### src/fp_add_pkg.sv
// binary32 field widths, vector types, rounding-mode/op/special enums, constants, credit depths
package fp_add_pkg;

   // binary32 field widths
   localparam int W_WORD = 32;
   localparam int W_EXP  = 8;
   localparam int W_FRAC = 23;
   // hidden bit + fraction + guard, round, sticky
   localparam int W_SIG  = W_FRAC + 4;
   // significand plus carry-out
   localparam int W_SUM  = W_SIG + 1;

   typedef logic [W_WORD-1:0]        fp_word_t;
   typedef logic [W_EXP-1:0]         exp_t;
   typedef logic [W_FRAC-1:0]        frac_t;
   typedef logic [W_SIG-1:0]         sig_t;
   typedef logic [W_SUM-1:0]         sum_t;
   // exponent with room for the carry and for negative values after normalization
   typedef logic signed [W_EXP+1:0]  exp_ext_t;

   // flag vector is {invalid, overflow, underflow, inexact}
   typedef logic [3:0] fp_flags_t;
   localparam int FLAG_NV = 3;
   localparam int FLAG_OF = 2;
   localparam int FLAG_UF = 1;
   localparam int FLAG_NX = 0;

   // codes 5..7 behave as RNE
   typedef enum logic [2:0] {
      RNE = 3'd0,
      RTZ = 3'd1,
      RDN = 3'd2,
      RUP = 3'd3,
      RMM = 3'd4
   } round_mode_e;

   typedef enum logic {
      OP_ADD = 1'b0,
      OP_SUB = 1'b1
   } fp_op_e;

   // special-case class, resolved in stage one and applied in stage three
   typedef enum logic [1:0] {
      SP_NONE    = 2'd0,
      SP_INF     = 2'd1,
      SP_NAN     = 2'd2,
      SP_INVALID = 2'd3
   } special_e;

   localparam int       BIAS    = 127;
   localparam exp_t     EXP_MAX = exp_t'(2 * BIAS + 1);
   localparam fp_word_t QNAN    = 32'h7FC0_0000;

   // credit depths; IN_CREDITS is also the result queue depth
   localparam int IN_CREDITS  = 4;
   localparam int OUT_CREDITS = 2;
   localparam int QPTR_W      = $clog2(IN_CREDITS);
   localparam int QCNT_W      = $clog2(IN_CREDITS + 1);
   localparam int OCRED_W     = $clog2(OUT_CREDITS + 1);

   typedef logic [QPTR_W-1:0]  qptr_t;
   typedef logic [QCNT_W-1:0]  qcnt_t;
   typedef logic [OCRED_W-1:0] ocred_t;

endpackage

### src/fp_stage_if.sv
// pipeline stage link carrying aligned operands or the raw sum, with src and dst modports
`timescale 1ns/1ps

interface fp_stage_if;
   import fp_add_pkg::*;

   logic        valid;
   logic        sign;
   exp_t        exp;
   // larger significand on the first link, raw sum with carry on the second
   sum_t        sig;
   // aligned smaller significand, first link only
   sig_t        sig_b;
   logic        eff_sub;
   round_mode_e mode;
   special_e    special;
   // infinity sign for SP_INF, signaling-NaN seen for SP_NAN
   logic        special_sign;
   logic        zero_result;

   modport src (
      output valid, sign, exp, sig, sig_b, eff_sub, mode, special, special_sign, zero_result
   );

   modport dst (
      input valid, sign, exp, sig, sig_b, eff_sub, mode, special, special_sign, zero_result
   );

endinterface

### src/fp_adder_top.sv
// fp_adder_top: three-stage binary32 add/sub pipeline with credit-based result queue
`timescale 1ns/1ps

module fp_adder_top (
   input  logic                    clk,
   input  logic                    rst,
   input  logic                    in_valid,
   input  fp_add_pkg::fp_word_t    a,
   input  fp_add_pkg::fp_word_t    b,
   input  fp_add_pkg::fp_op_e      op,
   input  fp_add_pkg::round_mode_e rm,
   output logic                    in_credit,
   output logic                    out_valid,
   output fp_add_pkg::fp_word_t    result,
   output fp_add_pkg::fp_flags_t   flags,
   input  logic                    out_credit
);
   import fp_add_pkg::*;

   // align to add, add to round
   fp_stage_if align_if ();
   fp_stage_if sum_if ();

   logic      pack_valid;
   fp_word_t  pack_result;
   fp_flags_t pack_flags;

   fp_align u_align (
      .clk      (clk),
      .rst      (rst),
      .in_valid (in_valid),
      .a        (a),
      .b        (b),
      .op       (op),
      .rm       (rm),
      .out      (align_if.src)
   );

   fp_mant_add u_mant_add (
      .clk (clk),
      .rst (rst),
      .in  (align_if.dst),
      .out (sum_if.src)
   );

   fp_round_pack u_round_pack (
      .clk    (clk),
      .rst    (rst),
      .in     (sum_if.dst),
      .valid  (pack_valid),
      .result (pack_result),
      .flags  (pack_flags)
   );

   fp_result_queue u_queue (
      .clk        (clk),
      .rst        (rst),
      .wr_valid   (pack_valid),
      .wr_result  (pack_result),
      .wr_flags   (pack_flags),
      .out_credit (out_credit),
      .out_valid  (out_valid),
      .result     (result),
      .flags      (flags),
      .in_credit  (in_credit)
   );

endmodule

### src/fp_align.sv
// fp_align: operand unpack, classification, magnitude swap and sticky right shift
`timescale 1ns/1ps

module fp_align (
   input  logic                    clk,
   input  logic                    rst,
   input  logic                    in_valid,
   input  fp_add_pkg::fp_word_t    a,
   input  fp_add_pkg::fp_word_t    b,
   input  fp_add_pkg::fp_op_e      op,
   input  fp_add_pkg::round_mode_e rm,
   fp_stage_if.src                 out
);
   import fp_add_pkg::*;

   logic                sign_a;
   logic                sign_b;
   exp_t                exp_a;
   exp_t                exp_b;
   frac_t               frac_a;
   frac_t               frac_b;
   logic                zero_a;
   logic                zero_b;
   logic                inf_a;
   logic                inf_b;
   logic                nan_a;
   logic                nan_b;
   logic                eff_sub;
   logic                swap;
   logic [W_WORD-2:0]   mag_a;
   logic [W_WORD-2:0]   mag_b;
   sig_t                sig_a;
   sig_t                sig_b;
   sig_t                sig_l;
   sig_t                sig_s;
   exp_t                exp_l;
   exp_t                diff;
   logic [4:0]          shamt;
   logic [2*W_SIG-1:0]  wide;
   sig_t                sig_al;
   special_e            special;
   logic                sp_sign;

   assign {sign_a, exp_a, frac_a} = a;
   assign exp_b  = b[W_WORD-2 -: W_EXP];
   assign frac_b = b[W_FRAC-1:0];
   // subtraction is folded into the sign of b
   assign sign_b  = b[W_WORD-1] ^ (op == OP_SUB);
   assign eff_sub = sign_a ^ sign_b;

   // subnormals count as zero
   assign zero_a = (exp_a == '0);
   assign zero_b = (exp_b == '0);
   assign inf_a  = (exp_a == EXP_MAX) && (frac_a == '0);
   assign inf_b  = (exp_b == EXP_MAX) && (frac_b == '0);
   assign nan_a  = (exp_a == EXP_MAX) && (frac_a != '0);
   assign nan_b  = (exp_b == EXP_MAX) && (frac_b != '0);

   assign mag_a = zero_a ? '0 : {exp_a, frac_a};
   assign mag_b = zero_b ? '0 : {exp_b, frac_b};
   assign sig_a = zero_a ? '0 : {1'b1, frac_a, 3'b000};
   assign sig_b = zero_b ? '0 : {1'b1, frac_b, 3'b000};
   assign swap  = (mag_b > mag_a);

   assign sig_l = swap ? sig_b : sig_a;
   assign sig_s = swap ? sig_a : sig_b;
   assign exp_l = swap ? exp_b : exp_a;
   assign diff  = swap ? (exp_b - exp_a) : (exp_a - exp_b);

   // shifts of W_SIG or more leave only the sticky bit
   assign shamt  = (diff > exp_t'(W_SIG)) ? 5'(W_SIG) : diff[4:0];
   assign wide   = {sig_s, {W_SIG{1'b0}}} >> shamt;
   assign sig_al = {wide[2*W_SIG-1:W_SIG+1], |wide[W_SIG:0]};

   always_comb begin
      special = SP_NONE;
      sp_sign = 1'b0;
      if (nan_a || nan_b) begin
         special = SP_NAN;
         // quiet bit clear marks a signaling NaN
         sp_sign = (nan_a && !frac_a[W_FRAC-1]) || (nan_b && !frac_b[W_FRAC-1]);
      end else if (inf_a && inf_b && eff_sub) begin
         special = SP_INVALID;
      end else if (inf_a) begin
         special = SP_INF;
         sp_sign = sign_a;
      end else if (inf_b) begin
         special = SP_INF;
         sp_sign = sign_b;
      end
   end

   always_ff @(posedge clk) begin
      if (rst) begin
         out.valid <= 1'b0;
      end else begin
         out.valid <= in_valid;
      end
   end

   always_ff @(posedge clk) begin
      if (in_valid) begin
         out.sign         <= swap ? sign_b : sign_a;
         out.exp          <= exp_l;
         out.sig          <= {1'b0, sig_l};
         out.sig_b        <= sig_al;
         out.eff_sub      <= eff_sub;
         out.mode         <= rm;
         out.special      <= special;
         out.special_sign <= sp_sign;
         out.zero_result  <= 1'b0;
      end
   end

endmodule

### src/fp_mant_add.sv
// fp_mant_add: significand add/subtract with carry-out and exact-cancellation detect
`timescale 1ns/1ps

module fp_mant_add (
   input  logic    clk,
   input  logic    rst,
   fp_stage_if.dst in,
   fp_stage_if.src out
);
   import fp_add_pkg::*;

   sum_t sum;
   logic cancel;
   logic sum_sign;

   // larger magnitude comes first, so the difference never goes negative
   assign sum = in.eff_sub ? (in.sig - sum_t'(in.sig_b)) : (in.sig + sum_t'(in.sig_b));
   assign cancel = (sum == '0);

   // exact cancellation is +0, or -0 when rounding down
   // a zero from two like-signed zeros keeps their sign
   assign sum_sign = (cancel && in.eff_sub) ? (in.mode == RDN) : in.sign;

   always_ff @(posedge clk) begin
      if (rst) begin
         out.valid <= 1'b0;
      end else begin
         out.valid <= in.valid;
      end
   end

   always_ff @(posedge clk) begin
      if (in.valid) begin
         out.sign         <= sum_sign;
         out.exp          <= in.exp;
         out.sig          <= sum;
         out.sig_b        <= '0;
         out.eff_sub      <= in.eff_sub;
         out.mode         <= in.mode;
         out.special      <= in.special;
         out.special_sign <= in.special_sign;
         out.zero_result  <= cancel;
      end
   end

endmodule

### src/fp_result_queue.sv
// fp_result_queue: result FIFO with upstream credit return and downstream credit counter
`timescale 1ns/1ps

module fp_result_queue (
   input  logic                  clk,
   input  logic                  rst,
   input  logic                  wr_valid,
   input  fp_add_pkg::fp_word_t  wr_result,
   input  fp_add_pkg::fp_flags_t wr_flags,
   input  logic                  out_credit,
   output logic                  out_valid,
   output fp_add_pkg::fp_word_t  result,
   output fp_add_pkg::fp_flags_t flags,
   output logic                  in_credit
);
   import fp_add_pkg::*;

   fp_word_t  res_mem [IN_CREDITS];
   fp_flags_t flg_mem [IN_CREDITS];
   qptr_t     wr_ptr;
   qptr_t     rd_ptr;
   qcnt_t     count;
   ocred_t    credits;
   logic      pop;

   function automatic qptr_t next_ptr(input qptr_t p);
      return (p == qptr_t'(IN_CREDITS - 1)) ? qptr_t'(0) : qptr_t'(p + 1'b1);
   endfunction

   // one entry leaves per cycle while a downstream credit is held
   assign pop       = (count != '0) && (credits != '0);
   assign out_valid = pop;
   // the freed slot goes straight back upstream as a credit
   assign in_credit = pop;
   assign result    = res_mem[rd_ptr];
   assign flags     = flg_mem[rd_ptr];

   always_ff @(posedge clk) begin
      if (wr_valid) begin
         res_mem[wr_ptr] <= wr_result;
         flg_mem[wr_ptr] <= wr_flags;
      end
   end

   always_ff @(posedge clk) begin
      if (rst) begin
         wr_ptr  <= '0;
         rd_ptr  <= '0;
         count   <= '0;
         credits <= ocred_t'(OUT_CREDITS);
      end else begin
         if (wr_valid) begin
            wr_ptr <= next_ptr(wr_ptr);
         end
         if (pop) begin
            rd_ptr <= next_ptr(rd_ptr);
         end
         count   <= count + qcnt_t'(wr_valid) - qcnt_t'(pop);
         // a return in the same cycle as a spend nets out
         credits <= credits + ocred_t'(out_credit) - ocred_t'(pop);
      end
   end

endmodule

### src/fp_round_pack.sv
// fp_round_pack: normalize, round per mode, overflow/underflow, special overrides, flags
`timescale 1ns/1ps

module fp_round_pack (
   input  logic                  clk,
   input  logic                  rst,
   fp_stage_if.dst               in,
   output logic                  valid,
   output fp_add_pkg::fp_word_t  result,
   output fp_add_pkg::fp_flags_t flags
);
   import fp_add_pkg::*;

   logic [4:0]         lz;
   sig_t               norm;
   exp_ext_t           exp_n;
   exp_ext_t           exp_r;
   logic               lost;
   logic               rnd_up;
   logic               ovf_to_inf;
   logic [W_FRAC+1:0]  mant_r;
   fp_word_t           res_c;
   fp_flags_t          flg_c;

   // leading zeros of the significand field, carry bit excluded
   function automatic logic [4:0] count_lz(input sig_t v);
      logic [4:0] n;
      logic       hit;
      n   = '0;
      hit = 1'b0;
      for (int i = W_SIG - 1; i >= 0; i--) begin
         if (!hit && v[i]) begin
            n   = 5'(W_SIG - 1 - i);
            hit = 1'b1;
         end
      end
      return n;
   endfunction

   always_comb begin
      lz = count_lz(in.sig[W_SIG-1:0]);
      if (in.sig[W_SUM-1]) begin
         // carry out, one place right with the dropped bit kept in sticky
         norm  = {in.sig[W_SUM-1:2], in.sig[1] | in.sig[0]};
         exp_n = exp_ext_t'(in.exp) + exp_ext_t'(1);
      end else begin
         norm  = in.sig[W_SIG-1:0] << lz;
         exp_n = exp_ext_t'(in.exp) - exp_ext_t'(lz);
      end
   end

   // guard, round and sticky sit in norm[2:0]
   assign lost = |norm[2:0];

   always_comb begin
      case (in.mode)
         RTZ: rnd_up = 1'b0;
         RDN: rnd_up = in.sign & lost;
         RUP: rnd_up = ~in.sign & lost;
         RMM: rnd_up = norm[2];
         // RNE and the unused codes
         default: rnd_up = norm[2] & (norm[1] | norm[0] | norm[3]);
      endcase
   end

   always_comb begin
      case (in.mode)
         RTZ: ovf_to_inf = 1'b0;
         RDN: ovf_to_inf = in.sign;
         RUP: ovf_to_inf = ~in.sign;
         default: ovf_to_inf = 1'b1;
      endcase
   end

   // a rounding carry leaves the fraction all zero and bumps the exponent
   assign mant_r = {1'b0, norm[W_SIG-1:3]} + (W_FRAC + 2)'(rnd_up);
   assign exp_r  = exp_n + exp_ext_t'(mant_r[W_FRAC+1]);

   always_comb begin
      res_c          = {in.sign, exp_r[W_EXP-1:0], mant_r[W_FRAC-1:0]};
      flg_c          = '0;
      flg_c[FLAG_NX] = lost;
      if (in.zero_result) begin
         res_c = {in.sign, {(W_WORD-1){1'b0}}};
         flg_c = '0;
      end else if (exp_n < exp_ext_t'(1)) begin
         // below the normal range, flush to signed zero
         res_c          = {in.sign, {(W_WORD-1){1'b0}}};
         flg_c[FLAG_UF] = 1'b1;
         flg_c[FLAG_NX] = 1'b1;
      end else if (exp_r >= exp_ext_t'(EXP_MAX)) begin
         flg_c[FLAG_OF] = 1'b1;
         flg_c[FLAG_NX] = 1'b1;
         if (ovf_to_inf) begin
            res_c = {in.sign, EXP_MAX, {W_FRAC{1'b0}}};
         end else begin
            res_c = {in.sign, exp_t'(EXP_MAX - 1'b1), {W_FRAC{1'b1}}};
         end
      end

      // special classes win over the datapath result
      case (in.special)
         SP_NAN: begin
            res_c          = QNAN;
            flg_c          = '0;
            flg_c[FLAG_NV] = in.special_sign;
         end
         SP_INVALID: begin
            res_c          = QNAN;
            flg_c          = '0;
            flg_c[FLAG_NV] = 1'b1;
         end
         SP_INF: begin
            res_c = {in.special_sign, EXP_MAX, {W_FRAC{1'b0}}};
            flg_c = '0;
         end
         default: begin
         end
      endcase
   end

   always_ff @(posedge clk) begin
      if (rst) begin
         valid <= 1'b0;
      end else begin
         valid <= in.valid;
      end
   end

   always_ff @(posedge clk) begin
      if (in.valid) begin
         result <= res_c;
         flags  <= flg_c;
      end
   end

endmodule

### config.mk
export PLATFORM = sky130hd
export DESIGN_NAME = fp_adder_top
export DESIGN_NICKNAME = d
export VERILOG_FILES = /design/src/fp_add_pkg.sv /design/src/fp_stage_if.sv /design/src/fp_adder_top.sv /design/src/fp_align.sv /design/src/fp_mant_add.sv /design/src/fp_result_queue.sv /design/src/fp_round_pack.sv
export SDC_FILE = /design/constraint.sdc
export NUM_CORES = 1
export LEC_CHECK = 0
export BUFFER_PORTS_ARGS = -buffer_cell sky130_fd_sc_hd__clkbuf_2
export CAP_MARGIN = 10
export CELL_PAD_IN_SITES_DETAIL_PLACEMENT = 1
export CELL_PAD_IN_SITES_GLOBAL_PLACEMENT = 1
export CORE_MARGIN = 2
export CORE_UTILIZATION = 45
export CTS_CLUSTER_SIZE = 40
export DETAILED_ROUTE_END_ITERATION = 6
export HOLD_SLACK_MARGIN = 0.12
export PLACE_DENSITY_LB_ADDON = 0.3
export SKIP_CTS_REPAIR_TIMING = 1
export SYNTH_ARGS = -nofsm -noshare
export SYNTH_HDL_FRONTEND = slang
export SYNTH_SLANG_ARGS = --single-unit
export TNS_END_PERCENT = 30
### constraint.sdc
create_clock -name clk -period 7.2 [get_ports clk]
set_input_delay 1.44 -clock clk [delete_from_list [all_inputs] [get_ports clk]]
set_output_delay 1.44 -clock clk [all_outputs]
set_load 0.005 [all_outputs]
After elaboration in Yosys (flattened, before gate mapping)
Memories as Yosys holds them, arrays and structs flattened. A register that Yosys moved wholly into a read port is not among the register bits.
Index checks and enable logic that the tools add are counted.
{ "op_classes": {"addsub": 14, "n_lt_le_gt_ge": 4, "n_eq_ne": 12, "shifts": 2, "n_mux": 95, "bitwise": 9, "n_reduce_logical": 79} }
{ "op_table": {"columns": ["op", "count"], "rows": [
  ["two-way mux 31 bit", 5],
  ["two-way mux 27 bit", 5],
  ["one-hot mux 32 bit (2 select lines)", 1],
  ["two-way mux 5 bit", 12],
  ["right shift 54 x 5 -> 54 bit", 1],
  ["zero test 23 bit", 2],
  ["nonzero test 23 bit", 2],
  ["two-way mux 1 bit", 43],
  ["logical AND 1 bit", 36],
  ["two-way mux 4 bit", 8],
  ["greater-than comparator 31 bit", 1],
  ["adder 27 x 27 -> 28 bit", 1],
  ["zero test 1 bit", 28],
  ["zero test 28 bit", 1],
  ["two-way mux 28 bit", 1],
  ["OR reduction 28 bit", 1],
  ["subtractor 27 x 27 -> 28 bit", 1],
  ["<< shifter 27 x 5 -> 27 bit", 1],
  ["adder 24 x 1 -> 25 bit", 1],
  ["two-way mux 24 bit", 1],
  ["equality test 8 bit (second input constant)", 2],
  ["zero test 8 bit", 2],
  ["two-way mux 2 bit", 8],
  ["two-way mux 8 bit", 2],
  ["31 further kinds", 49]
]} }
{ "totals": {"regBits": 162, "ramBits": 144, "inputBits": 72, "output_inout_bits": 38, "n_memories": 2} }
{ "memory_table": {"columns": ["memory", "depth", "word_bits", "rd", "rd_ports_with_merged_regs", "wr", "line", "source"], "rows": [
  ["u_queue.res_mem", 4, 32, 1, 1, 1, "fp_result_queue.sv:18", "fp_word_t res_mem [IN_CREDITS];"],
  ["u_queue.flg_mem", 4, 4, 1, 1, 1, "fp_result_queue.sv:19", "fp_flags_t flg_mem [IN_CREDITS];"]
]} }

Logic depth before layout (Yosys ltp)
Gate-level depths: netlist of the first run.
{ "logic_depth": {"depth_word": 92, "ltp_mapped": 36} }

By module
From an unflattened synthesis of the first run, not the netlist that was laid out.
{ "unflattened": {"hier_cells": 2224, "hier_area_um2": 22072.4} }
{ "modules_own_cells": {"columns": ["module", "instances", "cells_each", "area_per_inst_um2", "seq_area_each_um2"], "rows": [
  ["fp_align", 1, 930, 7474.7, 2031.9],
  ["fp_result_queue", 1, 248, 5824.3, 4544.4],
  ["fp_round_pack", 1, 648, 5033.6, 1101.1],
  ["fp_mant_add", 1, 398, 3739.8, 1371.3]
]} }

Least setup slack after synthesis of the first run
No wires, ideal clock.
{ "synth_timing": {"path_kind": "flip-flop to flip-flop", "startpoint": "register u_mant_add.out.sig[24]", "endpoint": "register u_round_pack.result[10], data pin", "setup_ns": 0.266, "arrival_time_ns": 7.175, "t_required_ns": 6.934, "slack_ns": -0.241, "stages_incl_launch_ff": 36, "n_path_buf": 3, "synth_period_minus_slack_ns": 7.441, "path_cell_list": "edfxtp_1 > nor4_2 > and2_0 > or3b_1 > o211ai_1 > nor3_2 > inv_2 > buf_2 > nor3_1 > a221o_1 > o31ai_1 > a211oi_1 > o21ai_0 > o211a_1 > ha_1 > ha_1 > and2_1 > nand2_1 > or4_1 > or3_1 > nor2_1 > and2_1 > ha_1 > ha_1 > nand2_1 > nor3_1 > a21oi_1 > a211o_1 > nand2_1 > o21ai_0 > a32oi_1 > nor2b_1 > clkbuf_1 > clkbuf_1 > a21oi_1 > nor2_1"} }
{ "synth_via": {"elab_chain_len": 87, "elab_cells_between_ends": 117, "cone_classes": "add/sub: 3; order compare: 2; shift: 1; mux: 56; bitwise: 5; reduce/logical: 50"} }
{ "synth_lines": {"columns": ["item", "line", "source"], "rows": [
  ["start: declaration", "fp_stage_if.sv:22", "output valid, sign, exp, sig, sig_b, eff_sub, mode, special, special_sign, zero_result"],
  ["start signal: assignment", "fp_mant_add.sv:36", "out.sig <= sum;"],
  ["logical AND 1 bit", "fp_round_pack.sv:32", "if (!hit && v[i]) begin"],
  ["two-way mux 1 bit", "fp_round_pack.sv:32", null],
  ["zero test 1 bit", "fp_round_pack.sv:32", null],
  ["logical AND 1 bit", "fp_round_pack.sv:32", null],
  ["two-way mux 1 bit", "fp_round_pack.sv:32", null],
  ["zero test 1 bit", "fp_round_pack.sv:32", null],
  ["logical AND 1 bit", "fp_round_pack.sv:32", null],
  ["two-way mux 1 bit", "fp_round_pack.sv:32", null],
  ["[71 not listed]", null, null],
  ["one-hot mux 1 bit (4 select lines)", "fp_round_pack.sv:56", "case (in.mode)"],
  ["adder 24 x 1 -> 25 bit", "fp_round_pack.sv:76", "assign mant_r = {1'b0, norm[W_SIG-1:3]} + (W_FRAC + 2)'(rnd_up);"],
  ["adder 10 x 2 -> 10 bit", "fp_round_pack.sv:77", "assign exp_r = exp_n + exp_ext_t'(mant_r[W_FRAC+1]);"],
  [">= comparator 10 x 9 -> 1 bit", "fp_round_pack.sv:91", "end else if (exp_r >= exp_ext_t'(EXP_MAX)) begin"],
  ["two-way mux 31 bit", "fp_round_pack.sv:91", null],
  ["two-way mux 31 bit *", "fp_round_pack.sv:86", "end else if (exp_n < exp_ext_t'(1)) begin"],
  ["two-way mux 31 bit *", "fp_round_pack.sv:83", "if (in.zero_result) begin"],
  ["one-hot mux 32 bit (2 select lines) *", "fp_round_pack.sv:102", "case (in.special)"],
  ["end signal: assignment", "fp_round_pack.sv:132", "result <= res_c;"],
  ["end: declaration", "fp_round_pack.sv:9", "output fp_add_pkg::fp_word_t result,"]
]} }
Mark *: on every way between the ends. The rest lies on a longest branch, timed or not.
A chain may end at the register's enable or synchronous reset.

Worst setup path after layout of the first run
{ "layout_timing": {"startpoint": "register u_mant_add.out.sig[23]", "endpoint": "register u_round_pack.result[4], data pin"} }
{ "layout_via": {"elab_chain_len": 84, "elab_cells_between_ends": 113, "cone_classes": "add/sub: 3; order compare: 2; shift: 1; mux: 54; bitwise: 5; reduce/logical: 48"} }
{ "layout_lines": {"columns": ["item", "line"], "rows": [
  ["logical AND 1 bit", "fp_round_pack.sv:32"],
  ["two-way mux 1 bit", "fp_round_pack.sv:32"],
  ["zero test 1 bit", "fp_round_pack.sv:32"],
  ["logical AND 1 bit", "fp_round_pack.sv:32"],
  ["two-way mux 1 bit", "fp_round_pack.sv:32"],
  ["zero test 1 bit", "fp_round_pack.sv:32"],
  ["logical AND 1 bit", "fp_round_pack.sv:32"],
  ["two-way mux 1 bit", "fp_round_pack.sv:32"],
  ["[68 not listed]", null],
  ["one-hot mux 1 bit (4 select lines)", "fp_round_pack.sv:56"],
  ["adder 24 x 1 -> 25 bit", "fp_round_pack.sv:76"],
  ["adder 10 x 2 -> 10 bit", "fp_round_pack.sv:77"],
  [">= comparator 10 x 9 -> 1 bit", "fp_round_pack.sv:91"],
  ["two-way mux 31 bit", "fp_round_pack.sv:91"],
  ["two-way mux 31 bit *", "fp_round_pack.sv:86"],
  ["two-way mux 31 bit *", "fp_round_pack.sv:83"],
  ["one-hot mux 32 bit (2 select lines) *", "fp_round_pack.sv:102"]
]} }
Marked as above.

==> results.tsv, run 1 <==
stage	metric	value	unit
run_status	status	finished clean	
critical_path	Reg2Reg Depth	36	
grt	grt total ovfl	0	
critical_path	Req. time, crit path	7.50	ns
yosys	Simple-Gate Fraction of Synth Area	16.1	%
grt	first-pass GRT wire length	104000	um
die	Row Count	76	
yosys	Cells after Synth	1925	
timing	Slew HR	31.4	%
critical_path	crit path capture	u_round_pack.result[4]	
yosys	Synth Register Bits	305	
power	Pleak	9.60	nW
timing	Max Slew Vio Count	0	
critical_path	r2r setup slk	0.16	ns
yosys	mux cell area share after synthesis	9.43	%
yosys	Synth Area per Inst	10.3	um2
clock_tree	H-Tree Depth	1	
cells_and_area	nets	2411	
timing	Fin Setup TNS	0	ns
power	power density over the cells	272	mW/mm2
worst_hold_path	Hold Startpoint	u_align.out.exp[3]	
clock_tree	CTS tree	yes	
yosys	Syn Std Cell Area	0.0198	mm2
drt	highest routed layer	met4	
yosys	Seq/Total Area, Yosys	45.6	%
critical_path	peak fanout along the critical path	9	
critical_path	beginning of the critical path	u_mant_add.out.sig[23]	
cells_and_area	fraction of layout cells with a size suffix above 1	24.0	%
clock_tree	CTS Sinks	305	
cells_and_area	layout filler cell count	4783	
timing	endpoints failing hold	0	
critical_path	slowest stage delay, CP	0.46	ns
timing	FMAX	142	MHz
timing	final setup skew	0.0308	ns
drt	met1 WL	26300	um
die	Initial Util	45.7	%
die	core area	0.0433	mm2
timing	Slew @ Worst Pin	1.03	ns
clock_tree	Clk pin slew, worst setup/hold paths	0.06	ns
timing	Period minus WS final	7.04	ns
cells_and_area	most common cell after layout, fill and taps aside	edfxtp_1	
grt	initial antenna violation count	0	
job	max-cap violations	0	
placement	DP Area	0.0227	mm2
critical_path	Startpoint Class	register	
placement	number of buffers added on ports	109	
yosys	EDFF count, synth	291	
yosys	XOR/XNOR share of the synthesized area	3.94	%
cells_and_area	most frequent cells in the layout	edfxtp_1 (291), buf_4 (271), nand2_1 (191)	
power	Worst VDD drop	0.209	mV
timing	final period utilization	97.8	%
drt	Pre-antenna DRT Iters	5	
drt	DRT antenna net count	0	
die	die width	214	um
critical_path	critical path capture point type	register	
clock_tree	Max clock buf depth	3	
critical_path	Critical Path AT	7.34	ns
drt	DRT Wirelength	67500	um
critical_path	crit path kind	register to register	
grt	vias in the first global route	18359	
critical_path	reg2reg end	u_round_pack.result[4]	
placement	gp weighted congestion	0.908	
cells_and_area	area grow syn2layout	21.2	%
yosys	Yosys warning count	0	
yosys	distinct cell type count after synthesis	94	
timing	final setup vio count	0	
drt	routed wl met2	35300	um
placement	Post-DP HPWL	50200	um
grt	largest net degree at the start of global routing	69	
die	die height	214	um
clock_tree	CTS Buf Count	30	
yosys	Most used DFF post-synth	edfxtp_1	
die	IO Pins	110	
clock_tree	clock latency on the worst-skew pair	0.59	ns
drt	Met3 Routed Length	2260	um
critical_path	Crit-path slowest cell	or4_4	
drt	Routed WL per cell	23.7	um
drt	residual DRC count	0	
yosys	Mapped Nets	2090	
clock_tree	root buf cell	clkbuf_16	
drt	via count	17017	
cells_and_area	# diodes	0	
critical_path	reg-to-reg startpoint	u_mant_add.out.sig[23]	
drt	Via-to-Cell Ratio	5.96	
yosys	adder-cell share of the synthesized area	6.03	%
drt	Iter 0 DRT Violations	1163	
yosys	asr flop ratio synth	0	%
yosys	combinational family with the most area after synthesis	simple AND/OR/NAND/NOR gates	
yosys	Synth Area in Compound Gates	15.4	%
grt	gr usage total	29.5	%
worst_hold_path	Hold Crit Class	register to register	
die	DIE AREA	0.0457	mm2
cells_and_area	Finished Cell Area	0.0240	mm2
cells by family after synthesis:
logic type | after synthesis
XOR/XNOR | 89
AO/OA/AOI/OAI | 461
AND/OR/NAND/NOR | 660
flip-flops | 305
multiplexers | 136
adder cells (fa/ha/maj) | 93
buffers and inverters | 181
routing by layer:
metal | GRT usage, % | up-vias
met2 | 55.3 | 447
met4 | 14.8 | 0
met1 | 33.6 | 8512
met5 | 0 | -
li1 | - | 7902
met3 | 2.56 | 156
synthesized netlist by cell type (all sizes together), types with 37 or more instances:
cell / count / share of area (%)
o21ai: 107 / 2.7
a21oi: 109 / 2.8
mux4: 39 / 4.4
edfxtp: 291 / 44
xnor2: 61 / 2.7
ha: 89 / 5.6
nand2: 195 / 3.7
nor3: 59 / 1.5
and2: 37 / 1.2
nor2: 173 / 3.3
inv: 83 / 1.6
clkbuf: 70 / 1.3
mux2i: 83 / 4.2
worst max-delay path: cells and delay by family (launching register included):
kind,cells,cell delay [ns]
compound gates,11,2.00
flops,1,0.43
simple gates,16,2.96
fa+ha+maj,4,0.63
buf+inv,5,0.70
final cells by class:
cell class	instances	area (um2)	share of cell area [%]
clock buffers	36	773	3.22
clock inverters	19	191	0.798
inverters	85	319	1.33
multi-input cells	1439	10300	42.9
flip-flops and latches	305	9020	37.6
well taps	585	732	3.05
repair buffers	385	2660	11.1
worst min path at each step:
| stage | to | slack, ns | cells after the start |
|---|---|---|---|
| finish | u_mant_add.out.exp[3] | 0.42 | 0 |
| global route | u_mant_add.out.exp[6] | 0.43 | 0 |
| CTS | u_mant_add.out.exp[6] | 0.42 | 0 |
| detailed placement | u_mant_add.out.exp[6] | 0.41 | 0 |
| global placement | u_mant_add.out.exp[6] | 0.40 | 0 |
| floorplan | u_mant_add.out.exp[0] | 0.40 | 0 |
where the power goes:
group / total, W / internal, W / leakage, nW / switching, W
clock: 0.00157 / 0.000877 / 0.467 / 0.000693
sequential: 0.00219 / 0.00209 / 2.89 / 0.0000983
combinational: 0.00277 / 0.00122 / 6.24 / 0.00156
sequential cells by signal, indices dropped and copies added, names as in the netlist, 2 cells and up, named ones only:
register,flops
u_queue.res_mem,128
u_round_pack.result,32
u_mant_add.out.sig,28
u_align.out.sig_b,27
u_align.out.sig,24
u_queue.flg_mem,16
u_align.out.exp,8
u_mant_add.out.exp,8
u_round_pack.flags,4
u_align.out.mode,3
u_mant_add.out.mode,3
u_queue.count,3
u_align.out.special,2
u_mant_add.out.special,2
u_queue.credits,2
u_queue.rd_ptr,2
u_queue.wr_ptr,2
metrics by stage:
stage | worst slack [ns] | std cells | util [%] | hold slack [ns] | power [W]
3_5_place_dp | -0.432 | 2788 | 52.5 | 0.410 | 0.00488
6_report | 0.161 | 2854 | 55.5 | 0.423 | 0.00653
4_1_cts | -0.425 | 2843 | 54.8 | 0.425 | 0.00648
2_1_floorplan | 0.0311 | 1925 | - | 0.400 | 0.00382
3_3_place_gp | -0.255 | 2788 | 52.5 | 0.402 | 0.00476
5_1_grt | -0.172 | 2854 | 55.5 | 0.429 | 0.00686
Note: power is estimated with default switching activity, not from simulation.
==> run 2: changes to the inputs <==
--- a/config.mk
+++ b/config.mk
@@ -10,7 +10,7 @@
 export CELL_PAD_IN_SITES_DETAIL_PLACEMENT = 1
 export CELL_PAD_IN_SITES_GLOBAL_PLACEMENT = 1
 export CORE_MARGIN = 2
-export CORE_UTILIZATION = 45
+export CORE_UTILIZATION = 50
 export CTS_CLUSTER_SIZE = 40
 export DETAILED_ROUTE_END_ITERATION = 6
 export HOLD_SLACK_MARGIN = 0.12
==> constraint.sdc (replaced) <==
create_clock -name clk -period 6.9 [get_ports clk]
set_input_delay 1.38 -clock clk [delete_from_list [all_inputs] [get_ports clk]]
set_output_delay 1.38 -clock clk [all_outputs]
set_load 0.005 [all_outputs]
==> run 2 against run 1 <==
  * The run now ends with negative setup slack left
  * Power up 15%
  * Combinational power up 22%
  * Routed wire length up 34%
  * Cell area up 3.2%
  * First-iteration DRC count up 97%
  * Clock skew down 0.012 ns
  * Final cell count unchanged
  * Die area down 9.8%
  * Critical endpoint is now u_round_pack.flags[0]
  * Largest cell class unchanged
==> results.tsv, run 2 (same netlist as run 1, synthesis figures left out) <==
stage	metric	value	unit	change
die	core area	0.0388	mm2	-10%
grt	vias in the first global route	19590		+6.7%
worst_hold_path	Hold Crit Class	register to register		
timing	Slew HR	9.92	%	-21 points
cells_and_area	most frequent cells in the layout	buf_4 (325), edfxtp_1 (291), nand2_1 (188)		
drt	DRT Wirelength	90300	um	+34%
cells_and_area	top flop regs	u_queue.res_mem x128, u_round_pack.result x32, u_mant_add.out.sig x28		
critical_path	Critical Path AT	8.49	ns	+1.15 ns
timing	endpoints failing hold	0		unchanged
power	Sw Share	39.9	%	+4.0 points
die	Row Count	72		-5.3%
cells_and_area	fraction of layout cells with a size suffix above 1	27.6	%	+3.6 points
clock_tree	CTS tree	yes		
job	max-cap violations	0		unchanged
timing	final setup vio count	33		+33
timing	Period minus WS final	8.14	ns	+1.10 ns
cells_and_area	most common cell after layout, fill and taps aside	buf_4		
timing	Max Slew Vio Count	0		unchanged
critical_path	most used cell, CP	buf_4		
power	Comb pwr share	45.2	%	+2.7 points
clock_tree	Clk pin slew, worst setup/hold paths	0.08	ns	+0.02 ns
clock_tree	Max clock buf depth	3		unchanged
grt	largest net degree at the start of global routing	69		unchanged
drt	Routed WL per cell	31.6	um	+34%
timing	fin worst setup slack	-1.24	ns	-1.40 ns
power	Reg power frac	30.7	%	-2.8 points
clock_tree	CTS Sinks	305		unchanged
clock_tree	clock latency on the worst-skew pair	0.61	ns	+0.02 ns
critical_path	crit path kind	register to register		
die	Initial Util	51.0	%	+5.2 points
grt	grt total ovfl	0		unchanged
placement	number of buffers added on ports	109		unchanged
critical_path	critical path capture point type	register		
critical_path	Crit-path slowest cell	nor3_1		
cells_and_area	Reg with most FFs	u_queue.res_mem		
die	die width	203	um	-5.0%
timing	Slew @ Worst Pin	1.35	ns	+0.319 ns
critical_path	peak fanout along the critical path	9		unchanged
drt	Iter 0 DRT Violations	2291		+97%
run_status	failing checks	negative setup slack		
power	Pleak	10.0	nW	+4.5%
critical_path	r2r setup slk	-1.24	ns	-1.40 ns
timing	final period utilization	118	%	+20 points
power	Int Pwr	0.00451	W	+7.7%
die	die height	203	um	-5.0%
power	Psw	0.00299	W	+28%
timing	WHS	0.435	ns	+0.0126 ns
drt	Pre-antenna DRT Iters	6		+1
timing	final setup skew	0.0186	ns	-0.0122 ns
cells_and_area	area grow syn2layout	25.2	%	
clock_tree	root buf cell	clkbuf_16		
placement	Post-DP HPWL	54500	um	+8.5%
clock_tree	CTS Buf Count	31		+3.3%
critical_path	Req. time, crit path	7.25	ns	-0.25 ns
power	Power Total	0.00750	W	+15%
critical_path	Startpoint Class	register		
timing	FMAX	123	MHz	-14%
worst_hold_path	Hold Startpoint	u_align.out.exp[1]		
drt	DRT antenna net count	0		unchanged
grt	gr usage total	36.2	%	+6.7 points
critical_path	Reg2Reg Depth	29		-19%
cells_and_area	max reg flops	128		unchanged
run_status	status	finished, violations left		
grt	initial antenna violation count	5		+5
power	power density over the cells	303	mW/mm2	+11%
drt	Via-to-Cell Ratio	6.79		+14%
power	Worst VDD drop	0.171	mV	-18%
die	DIE AREA	0.0412	mm2	-9.8%
drt	via count	19370		+14%
placement	gp weighted congestion	0.914		+0.76%
clock_tree	H-Tree Depth	1		unchanged
drt	residual DRC count	0		unchanged
critical_path	slowest stage delay, CP	0.90	ns	+0.44 ns
critical_path	reg-to-reg startpoint	u_mant_add.out.sig[17]		
power	clock power share	24.1	%	about the same
timing	RSZ-0062 raised after global routing	yes		
die	IO Pins	110		unchanged
critical_path	reg2reg end	u_round_pack.flags[0]		
worst_hold_path	Hold Path Depth	0		unchanged
worst_hold_path	hold path endpoint	u_mant_add.out.exp[1]		
grt	first-pass GRT wire length	115000	um	+11%
cells_and_area	nets	2474		+2.6%
-- run 2: layout make-up --
| type | count | area [um2] |
|---|---|---|
| fillers | 4129 | 14100 |
| multi-input cells | 1439 | 10600 |
| flip-flops and latches | 305 | 9020 |
| repair buffers | 447 | 3200 |
| clock buffers | 33 | 783 |
| well taps | 518 | 648 |
| inverters | 85 | 319 |
| clock inverters | 25 | 243 |
| diodes | 2 | 5.00 |
-- run 2: worst max path at each step --
stage | from | to | slack, ns | cells after the start
final | u_mant_add.out.sig[17] | u_round_pack.flags[0] | -1.24 | 29
after global routing | u_mant_add.out.sig[14] | u_round_pack.result[23] | -1.32 | 31
after CTS | u_mant_add.out.sig[17] | u_round_pack.result[4] | -0.99 | 32
after detailed placement | u_mant_add.out.sig[26] | u_round_pack.result[4] | -0.78 | 30
after global placement | b[25] | u_align.out.sig_b[0] | -0.39 | 25
after floorplan | b[25] | u_align.out.sig_b[0] | -0.03 | 22
-- run 2: per-layer routing --
layer | track usage, % | routed length [um] | vias to the layer above
met5 | 0 | 69 | -
met4 | 21.3 | 8330 | 10
met3 | 3.88 | 8090 | 560
met2 | 66.8 | 42800 | 1381
met1 | 40.4 | 30900 | 9399
li1 | - | - | 8020
-- run 2: metrics by stage --
step                setup WS [ns]  area (um2)  setup TNS [ns]  std cells  util [%]
finish                      -1.24       24800          -36.59       2854      63.8
global route                -1.32       24800          -39.09       2852      63.8
global placement           -0.386       23200           -3.85       2780      59.7
floorplan                 -0.0272       19900         -0.0272       1925         -
CTS                        -0.995       24200          -24.47       2838      62.3
detailed placement         -0.776       23200          -26.54       2780      59.7
-- run 2: critical path, delay by kind of cell, from the launching register on --
kind	cells	cell delay, ns
AO/OA/AOI/OAI	11	2.63
adder cells (fa/ha/maj)	2	0.35
buffers and inverters	4	0.74
flip-flops	1	0.45
AND/OR/NAND/NOR	12	3.71
-- run 2: power by group through the flow --
| stage | registers, W | logic, W | clock network [W] |
|---|---|---|---|
| global placement | 0.00230 | 0.00275 | 0 |
| detailed placement | 0.00232 | 0.00290 | 0 |
| global route | 0.00231 | 0.00351 | 0.00185 |
| finish | 0.00230 | 0.00339 | 0.00181 |
| floorplan | 0.00228 | 0.00172 | 0 |
| CTS | 0.00228 | 0.00299 | 0.00175 |
